`src/hdl/fv_mem_pkg.sv`:
```
// Shared widths, stream and port structs, and FSM state types of the feature-vector memory
`default_nettype none

package fv_mem_pkg;

    localparam int word_width = 16;   // SRAM word and streamed word
    localparam int elem_width = 8;    // One feature element
    localparam int addr_width = 8;    // Bank word address
    localparam int len_width  = 6;    // Vector length in elements
    localparam int tag_width  = 3;    // Destination PE tag

    // One word of a loader write stream
    typedef struct packed {
        logic                  sos;
        logic                  eos;
        logic                  bank;
        logic [addr_width-1:0] addr;
        logic [word_width-1:0] data;
    } fv_write_t;

    // Read request from the edge-PE scheduler
    typedef struct packed {
        logic                  valid;
        logic                  bank;
        logic [addr_width-1:0] addr;
        logic [len_width-1:0]  len;    // Elements, at least 1
        logic [tag_width-1:0]  tag;
    } fv_req_t;

    typedef struct packed {
        logic                  cen;    // Active low
        logic                  wen;    // Active low
        logic [addr_width-1:0] addr;
        logic [word_width-1:0] data;
    } sram_port_t;

    // Streamed word, used by the banks and by the merged output
    typedef struct packed {
        logic                  valid;
        logic                  sos;
        logic                  eos;
        logic                  bank;
        logic [tag_width-1:0]  tag;
        logic [word_width-1:0] data;
    } fv_word_t;

    typedef enum logic [1:0] {
        bank_idle,
        bank_write,
        bank_stream
    } bank_state_t;

    typedef enum logic {
        merge_pick,
        merge_send
    } merge_state_t;

endpackage

`default_nettype wire

```
`src/hdl/fv_stream_merge.sv`:
```
// Per-bank packet FIFOs and round-robin packet arbiter onto one output stream
`timescale 1ns/1ps
`default_nettype none

module fv_stream_merge #(
    parameter int fifo_depth = 32
) (
    input  logic                    clk,
    input  logic                    reset,
    input  fv_mem_pkg::fv_word_t    in0,
    input  fv_mem_pkg::fv_word_t    in1,
    output fv_mem_pkg::fv_word_t    out
);

    localparam int ptr_width = $clog2(fifo_depth);
    localparam int cnt_width = $clog2(fifo_depth + 1);

    fv_mem_pkg::merge_state_t state;

    fv_mem_pkg::fv_word_t   fifo_mem [2][fifo_depth];
    fv_mem_pkg::fv_word_t   in_word [2];
    fv_mem_pkg::fv_word_t   head [2];         // Next word of each bank, FIFO or bypass
    logic [ptr_width-1:0]   wr_ptr [2];
    logic [ptr_width-1:0]   rd_ptr [2];
    logic [cnt_width-1:0]   used [2];
    logic [cnt_width-1:0]   pkt_cnt [2];      // Packets waiting, counted by their sos word
    logic [1:0]             avail;
    logic [1:0]             pop;
    logic                   sel;              // Bank being sent
    logic                   last;             // Bank served last
    logic                   pick_ok;
    logic                   pick_bank;
    logic                   src;

    function automatic logic [ptr_width-1:0] next_ptr(input logic [ptr_width-1:0] ptr);
        return (ptr == ptr_width'(fifo_depth - 1)) ? '0 : ptr + 1'b1;
    endfunction

    // A bank sends its packet words back to back, so a packet whose sos is here
    // completes at least as fast as it is drained and may start at once
    always_comb begin
        in_word[0] = in0;
        in_word[1] = in1;
        for (int b = 0; b < 2; b++) begin
            head[b]  = (used[b] == '0) ? in_word[b] : fifo_mem[b][rd_ptr[b]];
            avail[b] = (pkt_cnt[b] != '0) || (in_word[b].valid && in_word[b].sos);
        end
    end

    always_comb begin
        pick_ok   = avail[~last] || avail[last];
        pick_bank = avail[~last] ? ~last : last;    // Other bank first
        src       = (state == fv_mem_pkg::merge_pick) ? pick_bank : sel;
        pop       = '0;
        if (state == fv_mem_pkg::merge_send || pick_ok) begin
            pop[src] = 1'b1;
        end
    end

    always_ff @(posedge clk) begin
        for (int b = 0; b < 2; b++) begin
            if (in_word[b].valid) begin
                fifo_mem[b][wr_ptr[b]] <= in_word[b];
            end
        end
    end

    always_ff @(posedge clk) begin
        if (reset) begin
            state <= fv_mem_pkg::merge_pick;
            sel   <= 1'b0;
            last  <= 1'b1;    // Bank 0 goes first
            out   <= '0;
            for (int b = 0; b < 2; b++) begin
                wr_ptr[b]  <= '0;
                rd_ptr[b]  <= '0;
                used[b]    <= '0;
                pkt_cnt[b] <= '0;
            end
        end else begin
            for (int b = 0; b < 2; b++) begin
                if (in_word[b].valid) begin
                    wr_ptr[b] <= next_ptr(wr_ptr[b]);
                end
                if (pop[b]) begin
                    rd_ptr[b] <= next_ptr(rd_ptr[b]);
                end
                used[b]    <= used[b] + cnt_width'(in_word[b].valid) - cnt_width'(pop[b]);
                pkt_cnt[b] <= pkt_cnt[b]
                              + cnt_width'(in_word[b].valid && in_word[b].sos)
                              - cnt_width'(pop[b] && head[b].sos);
            end

            out <= '0;
            if (pop != 2'b00) begin
                out <= head[src];
            end

            case (state)
                fv_mem_pkg::merge_pick: begin
                    if (pick_ok) begin
                        sel  <= pick_bank;
                        last <= pick_bank;
                        if (!head[pick_bank].eos) begin
                            state <= fv_mem_pkg::merge_send;
                        end
                    end
                end
                fv_mem_pkg::merge_send: begin
                    if (head[sel].eos) begin
                        state <= fv_mem_pkg::merge_pick;
                    end
                end
                default: begin
                    state <= fv_mem_pkg::merge_pick;
                end
            endcase
        end
    end

endmodule

`default_nettype wire
```
`config.mk`:
```
export PLATFORM = sky130hd
export DESIGN_NAME = fv_stream_merge
export DESIGN_NICKNAME = d
export VERILOG_FILES = /design/src/hdl/fv_mem_pkg.sv /design/src/hdl/fv_stream_merge.sv
export SDC_FILE = /design/constraint.sdc
export NUM_CORES = 2
export LEC_CHECK = 0
export BUFFER_PORTS_ARGS = -buffer_cell sky130_fd_sc_hd__buf_2
export CAP_MARGIN = 30
export CORE_ASPECT_RATIO = 1.75
export CORE_MARGIN = 3
export CORE_UTILIZATION = 40
export DETAILED_ROUTE_END_ITERATION = 12
export GPL_TIMING_DRIVEN = 0
export PLACE_DENSITY = 0.59
export SYNTH_ARGS = -nofsm -noshare
export SYNTH_HDL_FRONTEND = slang
export SYNTH_SLANG_ARGS = --single-unit
```
`constraint.sdc`:
```
create_clock -name clk -period 4.05 [get_ports clk]
set_clock_uncertainty 0.1 [all_clocks]
set_input_delay 0.81 -clock clk [delete_from_list [all_inputs] [get_ports clk]]
set_output_delay 0.81 -clock clk [all_outputs]
set_load 0.1 [all_outputs]
```
==> flow_summary_export.csv <==
group,metric,value,unit
logic_synthesis,synth_commonest_cells,"edfxtp_1, mux4_2, nor2_1, nand2_1, mux2i_1",
sta,drv_slew,0,
clocking,clockBufferDepth,3,
run_status,status,"completed",
routing,wl,155,mm
logic_synthesis,ys_types,55,
worst_setup_path,startpoint_type,"flip-flop",
logic_synthesis,yosysSeqAreaShare,76.2,%
floorplanning,io_pins,71,
clocking,root_buffer,"clkbuf_16",
routing,vias,29200,
global_routing,grt_pass1_wl,223,mm
global_routing,grt_util_all_layers,20.2,%
routing,antenna_left,0,
worst_setup_path,worst_ep_arrival_time,4360,ps
power_and_ir_drop,powerDensity,641,nW/um2
power_and_ir_drop,power_leakage,21.6,nW
placed_design,placed_cells,4939,
worst_setup_path,r2r_cells,15,
floorplanning,fp.dieH,519,um
cells_and_area,layout-drive-gt1-share,27.2,%
logic_synthesis,synth_cells,2821,
worst_hold_path,hold_end,"sel",
logic_synthesis,ys.flop_type,"edfxtp_1",
routing,initialDrtViolationCount,2852,
logic_synthesis,synth_edf_count,1492,
clocking,htreeDepth,4,
worst_setup_path,cp_max_fo,10,
global_routing,antenna_found_initial,10,
logic_synthesis,synth.area.top_cells,"edfxtp_1, mux4_2, dfxtp_1, mux2i_1, ha_1",
worst_hold_path,worst_hold_path_type,"flip-flop to flip-flop",
sta,layout_min_cycle_time,3840,ps
floorplanning,die_width,299,um
placed_design,place_hpwl,104,mm
routing,dr.pass1.iters,7,
cells_and_area,areaGrowthSynthToFinish,15.4,%
logic_synthesis,synth_top_area_cell,"edfxtp_1",
logic_synthesis,synth-async-reset-ratio,0,%
floorplanning,num_rows,187,
floorplanning,core-area,149000,um2
sta,tightest_slew,1010,ps
worst_setup_path,regToRegSetupSlack,210,ps
logic_synthesis,yosysTopAreaCellShare,74.5,%
worst_setup_path,critical_path_required,4570,ps
worst_setup_path,rr_startpoint,"rd_ptr[0][1]",
logic_synthesis,synth_seq_cells,1542,
global_routing,grt_pass1_vias,30800,
logic_synthesis,yosysMostFrequentCell,"edfxtp_1",
worst_setup_path,worst_setup_path_end_kind,"flip-flop",
worst_setup_path,crit_type,"flip-flop to flip-flop",
clocking,tritoncts,"yes",
run,maxCapViolCount,0,
logic_synthesis,synth_nets,2919,
cells_and_area,final_util,46.6,%
routing,route.detailed.drc,0,
sta,maxSlewHeadroom,32.5,%
clocking,path_clk_slew,70,ps
routing,wire_per_inst,29.9,um
sta,post-route-period-util,94.9,%
sta,clock.fmax,0.260,GHz
global_routing,globalRoute.totalOverflow,0,
worst_hold_path,hold_path.startpoint,"sel",
logic_synthesis,synth-warning-count,0,
routing,vias_per_cell,5.62,
cells_and_area,fin_nets,3192,
clocking,numCtsBuffers,137,
logic_synthesis,syn_avg_cell_area,21.3,um2
sta,hold_slack,398,ps
sta,rsz0062_at_grt,"false",
floorplanning,start_util,40.4,%
power_and_ir_drop,ir_worst_vdd,469,uV
floorplanning,dieArea,155000,um2
sta,setup_violations,0,
logic_synthesis,syn_area,60100,um2
worst_hold_path,holdPathStages,2,
placed_design,io_buffers,70,
cells_and_area,final_cells,5190,
clocking,clock-sinks,1542,
placed_design,gp_congestion,0.853,
global_routing,grt_max_degree,42,
clocking,insertion_delay,750,ps
sta,finalHoldViolations,0,
worst_setup_path,reg2reg_to,"pkt_cnt[0][5]",
-- cell usage in the layout, fill, tap and decap left out, types with 10 or more instances in the layout --
cell type   Yosys  final
mux2i_1        72     72
buf_2          38    106
ha_1           46     46
clkinvlp_4      0     10
nand2_1        77     77
a22oi_1        47     47
inv_1          49     49
a21oi_1        20     19
dfxtp_1        50     50
nor2_4          0     64
o211ai_1       20     20
clkinv_1        0     24
and2_1         35     35
a31oi_1        26     26
nor2b_1        20     20
clkinv_2        0     22
xor2_1         10     10
buf_1          17     14
clkbuf_16       0    144
nor3_1         18     18
nand3_1        33     33
mux4_2        390    390
o21ai_0        10     10
edfxtp_1     1492   1492
buf_16          0     24
nor2_1        124     60
bufinv_16       0     10
a211oi_1       40     40
xnor2_1        14     14
clkbuf_1       62     86
buf_12          0     40
buf_4          19     22
-- cell type report --
cell class	instances	area [um2]
sequential	1542	45800
multi-input combinational	1085	13900
clock inverter	73	656
inverter	50	188
tap	1984	2480
antenna	2	5.00
buffer	140	723
clock buffer	176	3780
timing repair buffer	138	1840
fill	12500	79400
-- layer usage --
metal / share of wire (%) / GRT usage (%) / vias up
met5: 0.016 / 0 / -
met2: 55 / 37.8 / 981
met1: 36 / 23.1 / 15600
met3: 4.6 / 2.63 / 288
met4: 4.2 / 8.23 / 4
li1: - / - / 12200
-- critical path, stage by stage (launching register included) --
cell	delay [ps]
edfxtp_1	350
buf_4	190
clkbuf_4	290
mux4_2	330
mux4_2	550
a211oi_2	310
nor3_1	120
ha_1	280
inv_1	60
ha_1	220
a21o_1	190
a21oi_1	240
o21bai_1	100
a21oi_1	190
xnor2_1	140
nor2_1	50
-- cell families after synthesis --
| logic type | synth area share (%) |
|---|---|
| AO/OA/AOI/OAI | 2.36 |
| XOR/XNOR | 0.350 |
| AND/OR/NAND/NOR | 2.67 |
| multiplexers | 15.9 |
| adder cells (fa/ha/maj) | 1.09 |
| buffers and inverters | 1.51 |
| flip-flops | 76.2 |
-- worst max-delay path by stage --
stage | to | start | cells past startpoint | slack (ps)
final | pkt_cnt[0][5] | rd_ptr[0][1] | 15 | 210
after floorplan | pkt_cnt[0][10] | rd_ptr[0][5] | 16 | 510
after global placement | fifo_mem[0][358] | in0[22] | 4 | -1490
after global routing | pkt_cnt[0][4] | rd_ptr[0][1] | 17 | 1
after detailed placement | pkt_cnt[0][5] | in0[22] | 15 | -660
after CTS | pkt_cnt[0][5] | rd_ptr[0][2] | 15 | 30
-- flip-flops by register name, summed over array words and instances, names as in the netlist --
signal and count:
last 1, fifo_mem 1472, state 1, used 12, rd_ptr 10, out 23
pkt_cnt 12, sel 1, wr_ptr 10
-- what timing repair did --
item | in CTS | in global routing
setup buffers | 0 | 4
gates cloned | 0 | 0
gates resized for setup | 3 | 7
pin swaps | 0 | 1
endpoints found under the setup margin | 6 | 5
hold buffers | 0 | 0
-- through the flow --
step | setup slack (ps) | TNS, ps | cell area [um2] | total power, W
after detailed placement | -659 | -10330 | 64900 | 0.0319
after CTS | 25.6 | 0 | 69300 | 0.0449
after floorplan | 515 | 0 | 60100 | 0.0273
after global routing | 1.32 | 0 | 69400 | 0.0462
after global placement | -1490 | -1432710 | 63000 | 0.0316
final | 207 | 0 | 69400 | 0.0445
-- power by group --
group          switching, W  internal [W]
Sequential         0.000180        0.0180
Combinational       0.00791       0.00537
Clock               0.00579       0.00727
No activity file was read; power rests on OpenSTA's default activity.
