$ cat src/hdl/fv_mem_pkg.sv
// Shared widths, stream and port structs, and FSM state types of the feature-vector memory
`default_nettype none

package fv_mem_pkg;

    localparam int word_width = 16;   // SRAM word and streamed word
    localparam int elem_width = 8;    // One feature element
    localparam int addr_width = 8;    // Bank word address
    localparam int len_width  = 6;    // Vector length in elements
    localparam int tag_width  = 3;    // Destination PE tag

    // One word of a loader write stream
    typedef struct packed {
        logic                  sos;
        logic                  eos;
        logic                  bank;
        logic [addr_width-1:0] addr;
        logic [word_width-1:0] data;
    } fv_write_t;

    // Read request from the edge-PE scheduler
    typedef struct packed {
        logic                  valid;
        logic                  bank;
        logic [addr_width-1:0] addr;
        logic [len_width-1:0]  len;    // Elements, at least 1
        logic [tag_width-1:0]  tag;
    } fv_req_t;

    typedef struct packed {
        logic                  cen;    // Active low
        logic                  wen;    // Active low
        logic [addr_width-1:0] addr;
        logic [word_width-1:0] data;
    } sram_port_t;

    // Streamed word, used by the banks and by the merged output
    typedef struct packed {
        logic                  valid;
        logic                  sos;
        logic                  eos;
        logic                  bank;
        logic [tag_width-1:0]  tag;
        logic [word_width-1:0] data;
    } fv_word_t;

    typedef enum logic [1:0] {
        bank_idle,
        bank_write,
        bank_stream
    } bank_state_t;

    typedef enum logic {
        merge_pick,
        merge_send
    } merge_state_t;

endpackage

`default_nettype wire

$ cat src/hdl/fv_bank_cntl.sv
// Bank controller: write streams into the SRAM, read requests out as word streams
`timescale 1ns/1ps
`default_nettype none

module fv_bank_cntl #(
    parameter bit bank_id = 1'b0
) (
    input  logic                                clk,
    input  logic                                reset,
    input  fv_mem_pkg::fv_write_t               wr,
    input  fv_mem_pkg::fv_req_t                 req,
    input  logic [fv_mem_pkg::word_width-1:0]   rdata,
    output fv_mem_pkg::sram_port_t              sram,
    output fv_mem_pkg::fv_word_t                stream,
    output logic                                busy
);

    localparam int pad_width = fv_mem_pkg::word_width - fv_mem_pkg::elem_width;

    fv_mem_pkg::bank_state_t state;

    logic [fv_mem_pkg::len_width:0]     cnt;        // Elements covered by the reads issued
    logic [fv_mem_pkg::len_width:0]     cnt_next;
    logic [fv_mem_pkg::len_width-1:0]   len_q;
    logic [fv_mem_pkg::tag_width-1:0]   tag_q;
    logic                               iss_sos;    // Flags of the read now on the SRAM port
    logic                               iss_eos;
    logic                               rd_vld;     // Read data present on rdata
    logic                               rd_sos;
    logic                               rd_eos;
    logic                               wr_hit;
    logic                               req_hit;
    logic                               start_read;
    logic                               more;

    assign wr_hit     = wr.sos && (wr.bank == bank_id);
    assign req_hit    = req.valid && (req.bank == bank_id);
    assign start_read = (state == fv_mem_pkg::bank_idle) && !wr_hit && req_hit;
    assign cnt_next   = cnt + 2'd2;
    assign more       = cnt < {1'b0, len_q};

    // Request payload, held until the packet is out
    always_ff @(posedge clk) begin
        if (start_read) begin
            len_q <= req.len;
            tag_q <= req.tag;
        end
    end

    always_ff @(posedge clk) begin
        if (reset) begin
            state   <= fv_mem_pkg::bank_idle;
            sram    <= '{cen: 1'b1, wen: 1'b1, default: '0};
            cnt     <= '0;
            iss_sos <= 1'b0;
            iss_eos <= 1'b0;
            rd_vld  <= 1'b0;
            rd_sos  <= 1'b0;
            rd_eos  <= 1'b0;
            stream  <= '0;
            busy    <= 1'b0;
        end else begin
            rd_vld   <= !sram.cen && sram.wen;
            rd_sos   <= iss_sos;
            rd_eos   <= iss_eos;
            sram.cen <= 1'b1;
            sram.wen <= 1'b1;
            iss_sos  <= 1'b0;
            iss_eos  <= 1'b0;

            stream.valid <= rd_vld;
            stream.sos   <= rd_vld && rd_sos;
            stream.eos   <= rd_vld && rd_eos;
            stream.bank  <= bank_id;
            stream.tag   <= tag_q;
            if (rd_eos && len_q[0]) begin
                // Odd tail: last element in the low byte
                stream.data <= {{pad_width{1'b0}}, rdata[fv_mem_pkg::elem_width-1:0]};
            end else begin
                stream.data <= rdata;
            end

            case (state)
                fv_mem_pkg::bank_idle: begin
                    if (wr_hit) begin
                        sram <= '{cen: 1'b0, wen: 1'b0, addr: wr.addr, data: wr.data};
                        if (!wr.eos) begin
                            state <= fv_mem_pkg::bank_write;    // Single-word stream stays idle
                        end
                    end else if (start_read) begin
                        sram.cen  <= 1'b0;
                        sram.addr <= req.addr;
                        cnt       <= 2'd2;
                        iss_sos   <= 1'b1;
                        iss_eos   <= req.len <= 2;
                        state     <= fv_mem_pkg::bank_stream;
                    end
                end
                fv_mem_pkg::bank_write: begin
                    sram <= '{cen: 1'b0, wen: 1'b0, addr: wr.addr, data: wr.data};
                    if (wr.eos) begin
                        state <= fv_mem_pkg::bank_idle;
                    end
                end
                fv_mem_pkg::bank_stream: begin
                    if (more) begin
                        sram.cen  <= 1'b0;
                        sram.addr <= sram.addr + 1'b1;
                        cnt       <= cnt_next;
                        iss_eos   <= cnt_next >= {1'b0, len_q};
                    end
                    busy <= !(rd_vld && rd_eos);
                    if (rd_vld && rd_eos) begin
                        state <= fv_mem_pkg::bank_idle;    // Eos word goes out on this edge
                    end
                end
                default: begin
                    state <= fv_mem_pkg::bank_idle;
                end
            endcase
        end
    end

endmodule

`default_nettype wire

$ cat config.mk
export PLATFORM = sky130hd
export DESIGN_NAME = fv_bank_cntl
export DESIGN_NICKNAME = d
export VERILOG_FILES = /design/src/hdl/fv_mem_pkg.sv /design/src/hdl/fv_bank_cntl.sv
export SDC_FILE = /design/constraint.sdc
export NUM_CORES = 1
export LEC_CHECK = 0
export ABC_AREA = 1
export BUFFER_PORTS_ARGS = -buffer_cell sky130_fd_sc_hd__buf_4
export CAP_MARGIN = 20
export CORE_UTILIZATION = 40
export DETAILED_ROUTE_END_ITERATION = 8
export HOLD_SLACK_MARGIN = 0.05
export PLACE_DENSITY = 0.73
export RECOVER_POWER = 100
export SYNTH_ARGS = -nofsm -noshare
export SYNTH_HDL_FRONTEND = slang
export SYNTH_SLANG_ARGS = --single-unit
$ cat constraint.sdc
create_clock -name clk -period 1.7 [get_ports clk]
set_clock_uncertainty 0.15 [all_clocks]
set_input_delay 0.34 -clock clk [delete_from_list [all_inputs] [get_ports clk]]
set_output_delay 0.34 -clock clk [all_outputs]
set_load 0.01 [all_outputs]
==> flow_metrics.env, run 1 <==
export IMPL_r2r_start="len_q[4]$_DFFE_PP_"
export IMPL_slew_headroom_pct=64.6
export IMPL_required_ns=1.82
export IMPL_ys_seq_elements=71
export IMPL_clock_path_buffers=2
export IMPL_cp_startpoint="len_q[4]$_DFFE_PP_"
export IMPL_design_area_sq_mm=0.00509
export IMPL_cts_sinks=71
export IMPL_gp_congestion=0.907
export IMPL_rr_worst_depth=9
export IMPL_grt_usage_pct=19.8
export IMPL_grt_pass1_vias=2984
export IMPL_async_reset_ff_share_pct=0
export IMPL_pin_count=114
export IMPL_path_clk_slew_ns=0.08
export IMPL_p_leak_nw=2.40
export IMPL_grt_max_degree=27
export IMPL_synthTopCellsByCount="80 x nor2_1, 70 x nand2_1, 62 x dfxtp_1"
export IMPL_synthFlopType="dfxtp_1"
export IMPL_setup_ws_ns=-0.172
export IMPL_cts_root_buffer="clkbuf_8"
export IMPL_synth_net_count=492
export IMPL_drt_antenna_violating_nets=0
export IMPL_avgSynthCellArea_sq_um=7.81
export IMPL_start_util_pct=41.4
export IMPL_cp_max_fo=6
export IMPL_synth_top_area_share_pct=38.6
export IMPL_num_antenna_cells=0
export IMPL_synth_top_family_by_area="simple AND/OR/NAND/NOR gates"
export IMPL_vias=3248
export IMPL_muxShareOfSynthArea_pct=0
export IMPL_fin_setup_tns_ns=-1.56
export IMPL_portBuffers=112
export IMPL_cap_violations=0
export IMPL_worstPathArrival_ns=1.99
export IMPL_synth_compound_area_share_pct=10.4
export IMPL_yosysMostFrequentCell="nor2_1"
export IMPL_finalPower_w=0.00739
export IMPL_crit_end="cnt[3]$_SDFFE_PP0P_"
export IMPL_crit_path_end_kind="register"
export IMPL_power_density_mw_per_mm2=1450
export IMPL_dr_first_iter_drc_count=211
export IMPL_die_w_microns=91.7
export IMPL_violations="negative setup slack"
export IMPL_die_height_microns=91.7
export IMPL_area_growth_pct=58.2
export IMPL_final_core_util_pct=65.5
export IMPL_synth_top_area_cell="dfxtp_1"
export IMPL_seq_area_frac_synth_pct=47.0
export IMPL_rsz0062_at_grt="true"
export IMPL_synthesis_area_sq_mm=0.00322
export IMPL_tritoncts="done"
export IMPL_dpl_cell_area_sq_mm=0.00427
export IMPL_final_layout_size_suffix_gt1_share_pct=40.2
export IMPL_clk_latency_ns=0.34
export IMPL_synth_cells=412
export IMPL_synth_area_leaders="dfxtp_1 39%, nor2_1 9.3%, edfxtp_1 8.4%"
export IMPL_synthAdderAreaFrac_pct=6.22
export IMPL_yosys_area_share_simple_pct=26.4
export IMPL_htree_levels=3
export IMPL_hold_path_class="in2reg"
export IMPL_hpwl_microns=5780
export IMPL_synth_cell_types=35
export IMPL_crit_type="reg2reg"
export IMPL_fin_nets=653
export IMPL_grt_pass1_wl_microns=13000
export IMPL_rrSetupSlack_ns=-0.17
export IMPL_antenna_found_initial=0
export IMPL_synth_edf_count=9
export IMPL_worst_pin_slew_ns=0.527
export IMPL_cts_buffers=9
export IMPL_rows=32
export IMPL_design_core_area_sq_mm=0.00777
export IMPL_wirelength_microns=8870
export IMPL_outcome="complete, but fails checks"
export IMPL_vdd_ir_drop_max_v=0.000985
export IMPL_drc=0
export IMPL_grt_overflow_total=0
export IMPL_yosysWarnings=0
export IMPL_r2r_end="cnt[3]$_SDFFE_PP0P_"
export IMPL_hold_viol_final=0
export IMPL_setup_viol=16
export IMPL_fp_dieArea_sq_mm=0.00840
export IMPL_period_minus_slack_ns=1.87
export IMPL_min_period_over_period_pct=110
export IMPL_wl_per_cell_microns=13.1
export IMPL_clock_fmax_ghz=0.534
export IMPL_synthXorXnorAreaFrac_pct=0.817
export IMPL_dr_pass1_iters=5
export IMPL_drv_slew=0
export IMPL_vias_per_cell=4.78
export IMPL_cp_start_kind="register"
[critical path, stage by stage, from the launching register on]
cell	delay [ns]
edfxtp_1	0.40
inv_2	0.10
ha_4	0.20
nand2_1	0.07
nand2_1	0.08
a21oi_2	0.19
nand2_4	0.10
nor2_4	0.23
nand3_2	0.12
a21oi_2	0.16
[metal layers]
| metal | global-route usage [%] | wire length (microns) |
|---|---|---|
| met2 | 33.6 | 4330 |
| met1 | 22.8 | 3680 |
| met3 | 5.97 | 641 |
| met4 | 9.13 | 221 |
| met5 | 0 | 0 |
[layout by cell type, fill, tap and decap left out, drive strengths merged]
| cell | instances |
|---|---|
| a21oi | 26 |
| dfxtp | 62 |
| bufinv | 2 |
| clkbuf | 11 |
| conb | 1 |
| nor2 | 84 |
| o21ai | 31 |
| nor3 | 1 |
| buf | 144 |
| dlygate4sd3 | 18 |
| ha | 16 |
| nand3 | 26 |
| xor2 | 3 |
| o21bai | 1 |
| nor4 | 1 |
| nand2 | 76 |
| clkinv | 2 |
| o221ai | 1 |
| edfxtp | 9 |
| or2 | 2 |
| nand4 | 3 |
| inv | 57 |
[through the flow]
| stage | std cells | hold slack, ns | worst slack [ns] |
|---|---|---|---|
| floorplan | 412 | 0.238 | 0.0254 |
| global placement | 632 | 0.239 | -0.101 |
| detailed placement | 632 | 0.249 | -0.126 |
| CTS | 671 | 0.0501 | -0.0217 |
| global route | 679 | 0.0587 | -0.230 |
| finish | 679 | 0.0470 | -0.172 |
[logic make-up after synthesis]
family	count (synthesis)
and+or+nand+nor	193
xor gates and xnor gates	3
other	1
DFF	71
AOI/OAI and AO/OA	59
buffers and inverters	69
adders and majority gates	16
[worst min-delay path by stage]
stage,startpoint,end,slack (ns),depth (start not counted)
6_report,wr[1],sram[1]$_SDFFE_PP0P_,0.05,3
3_3_place_gp,iss_sos$_SDFF_PP0_,rd_sos$_SDFF_PP0_,0.24,2
4_1_cts,rdata[6],stream[6]$_SDFF_PP0_,0.05,3
3_5_place_dp,iss_eos$_SDFF_PP0_,rd_eos$_SDFF_PP0_,0.25,2
2_1_floorplan,iss_eos$_SDFF_PP0_,rd_eos$_SDFF_PP0_,0.24,2
5_1_grt,rdata[3],stream[3]$_SDFF_PP0_,0.06,3
[repair_timing]
item,4_1_cts,5_1_grt
pin swaps,7,26
cloned,1,1
hold buffers,17,1
resized for setup,20,60
endpoints found under the hold margin,17,1
setup endpoints to repair,15,42
buffers inserted,6,7
[layout make-up]
type | instances | area (sq um)
timing repair inverter | 1 | 6.26
tap | 102 | 128
clock buffer | 11 | 174
inverter | 56 | 228
timing repair buffer | 162 | 1310
multi-input combinational | 272 | 1650
sequential | 71 | 1530
clock inverter | 4 | 73.8
fill | 624 | 2680
[state kept, by name, summed over array words and instances (netlist names), 2 cells and up]
register / count
sram: 26
cnt: 6
tag_q: 3
state: 2
stream: 22
len_q: 6
[power breakdown]
part           internal (W)  switching [W]  total, W
Sequential          0.00205       0.000244   0.00229
Clock              0.000996       0.000630   0.00163
Combinational       0.00160        0.00187   0.00347
No activity file was read; power rests on OpenSTA's default activity.
==> inputs of run 2 (changes only) <==
--- a/config.mk
+++ b/config.mk
@@ -9,10 +9,12 @@
 export BUFFER_PORTS_ARGS = -buffer_cell sky130_fd_sc_hd__buf_4
 export CAP_MARGIN = 20
 export CORE_UTILIZATION = 40
+export CTS_BUF_LIST = sky130_fd_sc_hd__clkbuf_8
 export DETAILED_ROUTE_END_ITERATION = 8
 export HOLD_SLACK_MARGIN = 0.05
-export PLACE_DENSITY = 0.73
+export PLACE_DENSITY = 0.7
 export RECOVER_POWER = 100
+export SLEW_MARGIN = 20
 export SYNTH_ARGS = -nofsm -noshare
 export SYNTH_HDL_FRONTEND = slang
 export SYNTH_SLANG_ARGS = --single-unit
==> constraint.sdc (replaced) <==
create_clock -name clk -period 1.9 [get_ports clk]
set_clock_uncertainty 0.15 [all_clocks]
set_input_delay 0.38 -clock clk [delete_from_list [all_inputs] [get_ports clk]]
set_output_delay 0.38 -clock clk [all_outputs]
set_load 0.01 [all_outputs]
==> flow_metrics.env, run 2 (synthesis gave the netlist of run 1 again) <==
export IMPL_cts_root_buffer="clkbuf_8"
export IMPL_rows=32
export IMPL_grt_pass1_vias=2812
export IMPL_clock_fmax_ghz=0.549
export IMPL_worstPathCellList="inv_1 > ha_2 > clkinvlp_4 > buf_4 > a21oi_1 > nand2_1 > nand4_1 > a21oi_1"
export IMPL_fp_dieArea_sq_mm=0.00840
export IMPL_drt_antenna_violating_nets=0
export IMPL_grt_overflow_total=0
export IMPL_start_util_pct=41.4
export IMPL_setup_viol=0
export IMPL_cts_buffers=9
export IMPL_busiest_layer="met2"
export IMPL_wirelength_microns=7500
export IMPL_use_met2_pct=31.1
export IMPL_cpMostUsedCell="a21oi_1"
export IMPL_required_ns=1.97
export IMPL_dp_cells=622
export IMPL_clk_latency_ns=0.34
export IMPL_path_clk_slew_ns=0.07
export IMPL_use_met1_pct=22.2
export IMPL_vdd_ir_drop_max_v=0.000682
export IMPL_design_core_area_sq_mm=0.00777
export IMPL_seqCellArea_sq_mm=0.00151
export IMPL_crit_type="reg2reg"
export IMPL_design_area_sq_mm=0.00428
export IMPL_largest_reg_flops=26
export IMPL_cap_violations=0
export IMPL_htree_levels=3
export IMPL_vias_per_cell=4.60
export IMPL_top_regs="sram (26), stream (22)"
export IMPL_slew_headroom_pct=62.7
export IMPL_num_antenna_cells=0
export IMPL_regMostFlops="sram"
export IMPL_fin_nets=618
export IMPL_wl_per_cell_microns=11.6
export IMPL_power_density_mw_per_mm2=1290
export IMPL_clock_path_buffers=2
export IMPL_cp_num_buf_inv=3
export IMPL_min_period_over_period_pct=95.9
export IMPL_worstPathArrival_ns=1.89
export IMPL_r2r_start="state[0]$_SDFFE_PP0P_"
export IMPL_cp_startpoint="state[0]$_SDFFE_PP0P_"
export IMPL_cp_start_kind="register"
export IMPL_rsz0062_at_grt="true"
export IMPL_p_leak_nw=2.01
export IMPL_hold_path_startpoint="rdata[0]"
export IMPL_grt_pass1_wl_microns=12400
export IMPL_pin_count=114
export IMPL_drc=0
export IMPL_cp_max_fo=7
export IMPL_hold_viol_final=0
export IMPL_tritoncts="done"
export IMPL_layout_commonest_cell="nor2_1"
export IMPL_die_w_microns=91.7
export IMPL_use_met3_pct=6.97
export IMPL_worst_pin_slew_ns=0.555
export IMPL_rr_worst_depth=8
export IMPL_multiInputGateArea_sq_mm=0.00143
export IMPL_antenna_found_initial=0
export IMPL_crit_path_end_kind="register"
export IMPL_dpl_cell_area_sq_mm=0.00418
export IMPL_critical_path_slowest_cell="ha_2"
export IMPL_hpwl_microns=5580
export IMPL_drv_slew=0
export IMPL_critPathTopFamily="buffers and inverters"
export IMPL_fin_cells=645
export IMPL_final_layout_size_suffix_gt1_share_pct=21.7
export IMPL_critical_path_depth=8
export IMPL_gp_congestion=0.865
export IMPL_vias=2967
export IMPL_dr_first_iter_drc_count=165
export IMPL_fillCellCount=774
export IMPL_final_cell_mix="80 x nor2_1, 72 x buf_4, 70 x nand2_1"
export IMPL_cts_sinks=71
export IMPL_grt_usage_pct=18.6
export IMPL_holdPathStages=3
export IMPL_hold_path_class="in2reg"
export IMPL_grt_max_degree=27
export IMPL_portBuffers=112
export IMPL_critPathMaxStageDelay_ns=0.44
export IMPL_outcome="completed"
export IMPL_area_growth_pct=33.0
export IMPL_die_height_microns=91.7
export IMPL_dr_pass1_iters=4
export IMPL_period_minus_slack_ns=1.82
==> run 2: changes by cell type in the layout (fill, tap and decap cells not counted), moves of 8 or more <==
cell and delta:
clkbuf_4 +8, a21oi_2 -10, o21ai_1 -8, buf_4 -65, ha_4 -8, a21oi_1 +10
dlygate4sd3_1 -15, ha_1 +8, clkbuf_1 +44, o21ai_0 +9
==> run 2: worst reg2reg max path, stage by stage, from the launching register on <==
cell	delay, ns
dfxtp_1	0.37
inv_1	0.09
ha_2	0.44
clkinvlp_4	0.18
buf_4	0.17
a21oi_1	0.12
nand2_1	0.07
nand4_1	0.06
a21oi_1	0.06
==> run 2: through the flow <==
step	TNS [ns]	hold WS, ns	setup slack [ns]	power (W)	util [%]
after global placement	0	0.247	0.121	0.00435	53.8
after detailed placement	0	0.245	0.0346	0.00439	53.8
final	0	0.0872	0.0784	0.00551	55.1
after floorplan	0	0.238	0.225	0.00357	-
after global routing	-0.00700	0.0717	-0.00700	0.00592	55.1
after CTS	0	0.0589	0.0636	0.00557	56.7
==> run 2: power breakdown <==
part / leakage (nW) / internal [W] / switching [W]
Combinational: 1.32 / 0.000920 / 0.00140
Sequential: 0.595 / 0.00183 / 0.000207
Clock: 0.0917 / 0.000594 / 0.000556
Total: 2.01 / 0.00334 / 0.00217
==> run 2: timing repair <==
action	in CTS	in global routing
setup endpoints to repair	1	15
gates cloned	0	1
resized for setup	1	4
pin swaps	0	1
setup buffers	0	3
hold endpoints to repair	3	0
hold buffers	3	0
==> run 2: final timing paths <==
| kind | slack, ns | end |
|---|---|---|
| setup reg to reg | 0.08 | sram[23]$_SDFFE_PP0P_ |
| hold / removal | 0.09 | stream[0]$_SDFF_PP0_ |
| hold reg to reg | 0.25 | rd_eos$_SDFF_PP0_ |
| setup / recovery | 0.08 | sram[23]$_SDFFE_PP0P_ |
==> run 2: layout make-up <==
class	instances	share of cell area, %
clock buffer	9	2.89
clock inverter	7	1.52
inverter	56	5.20
multi-input combinational	272	33.3
sequential	71	35.4
tap	102	2.98
timing repair buffer	127	18.6
timing repair inverter	1	0.117
==> run 2: routing by layer <==
metal	part of all wire, %	vias up	wire length (microns)
li1	-	1547	-
met1	44	1296	3340
met2	46	112	3420
met3	8.5	12	640
met4	1.4	0	103
met5	0	-	0
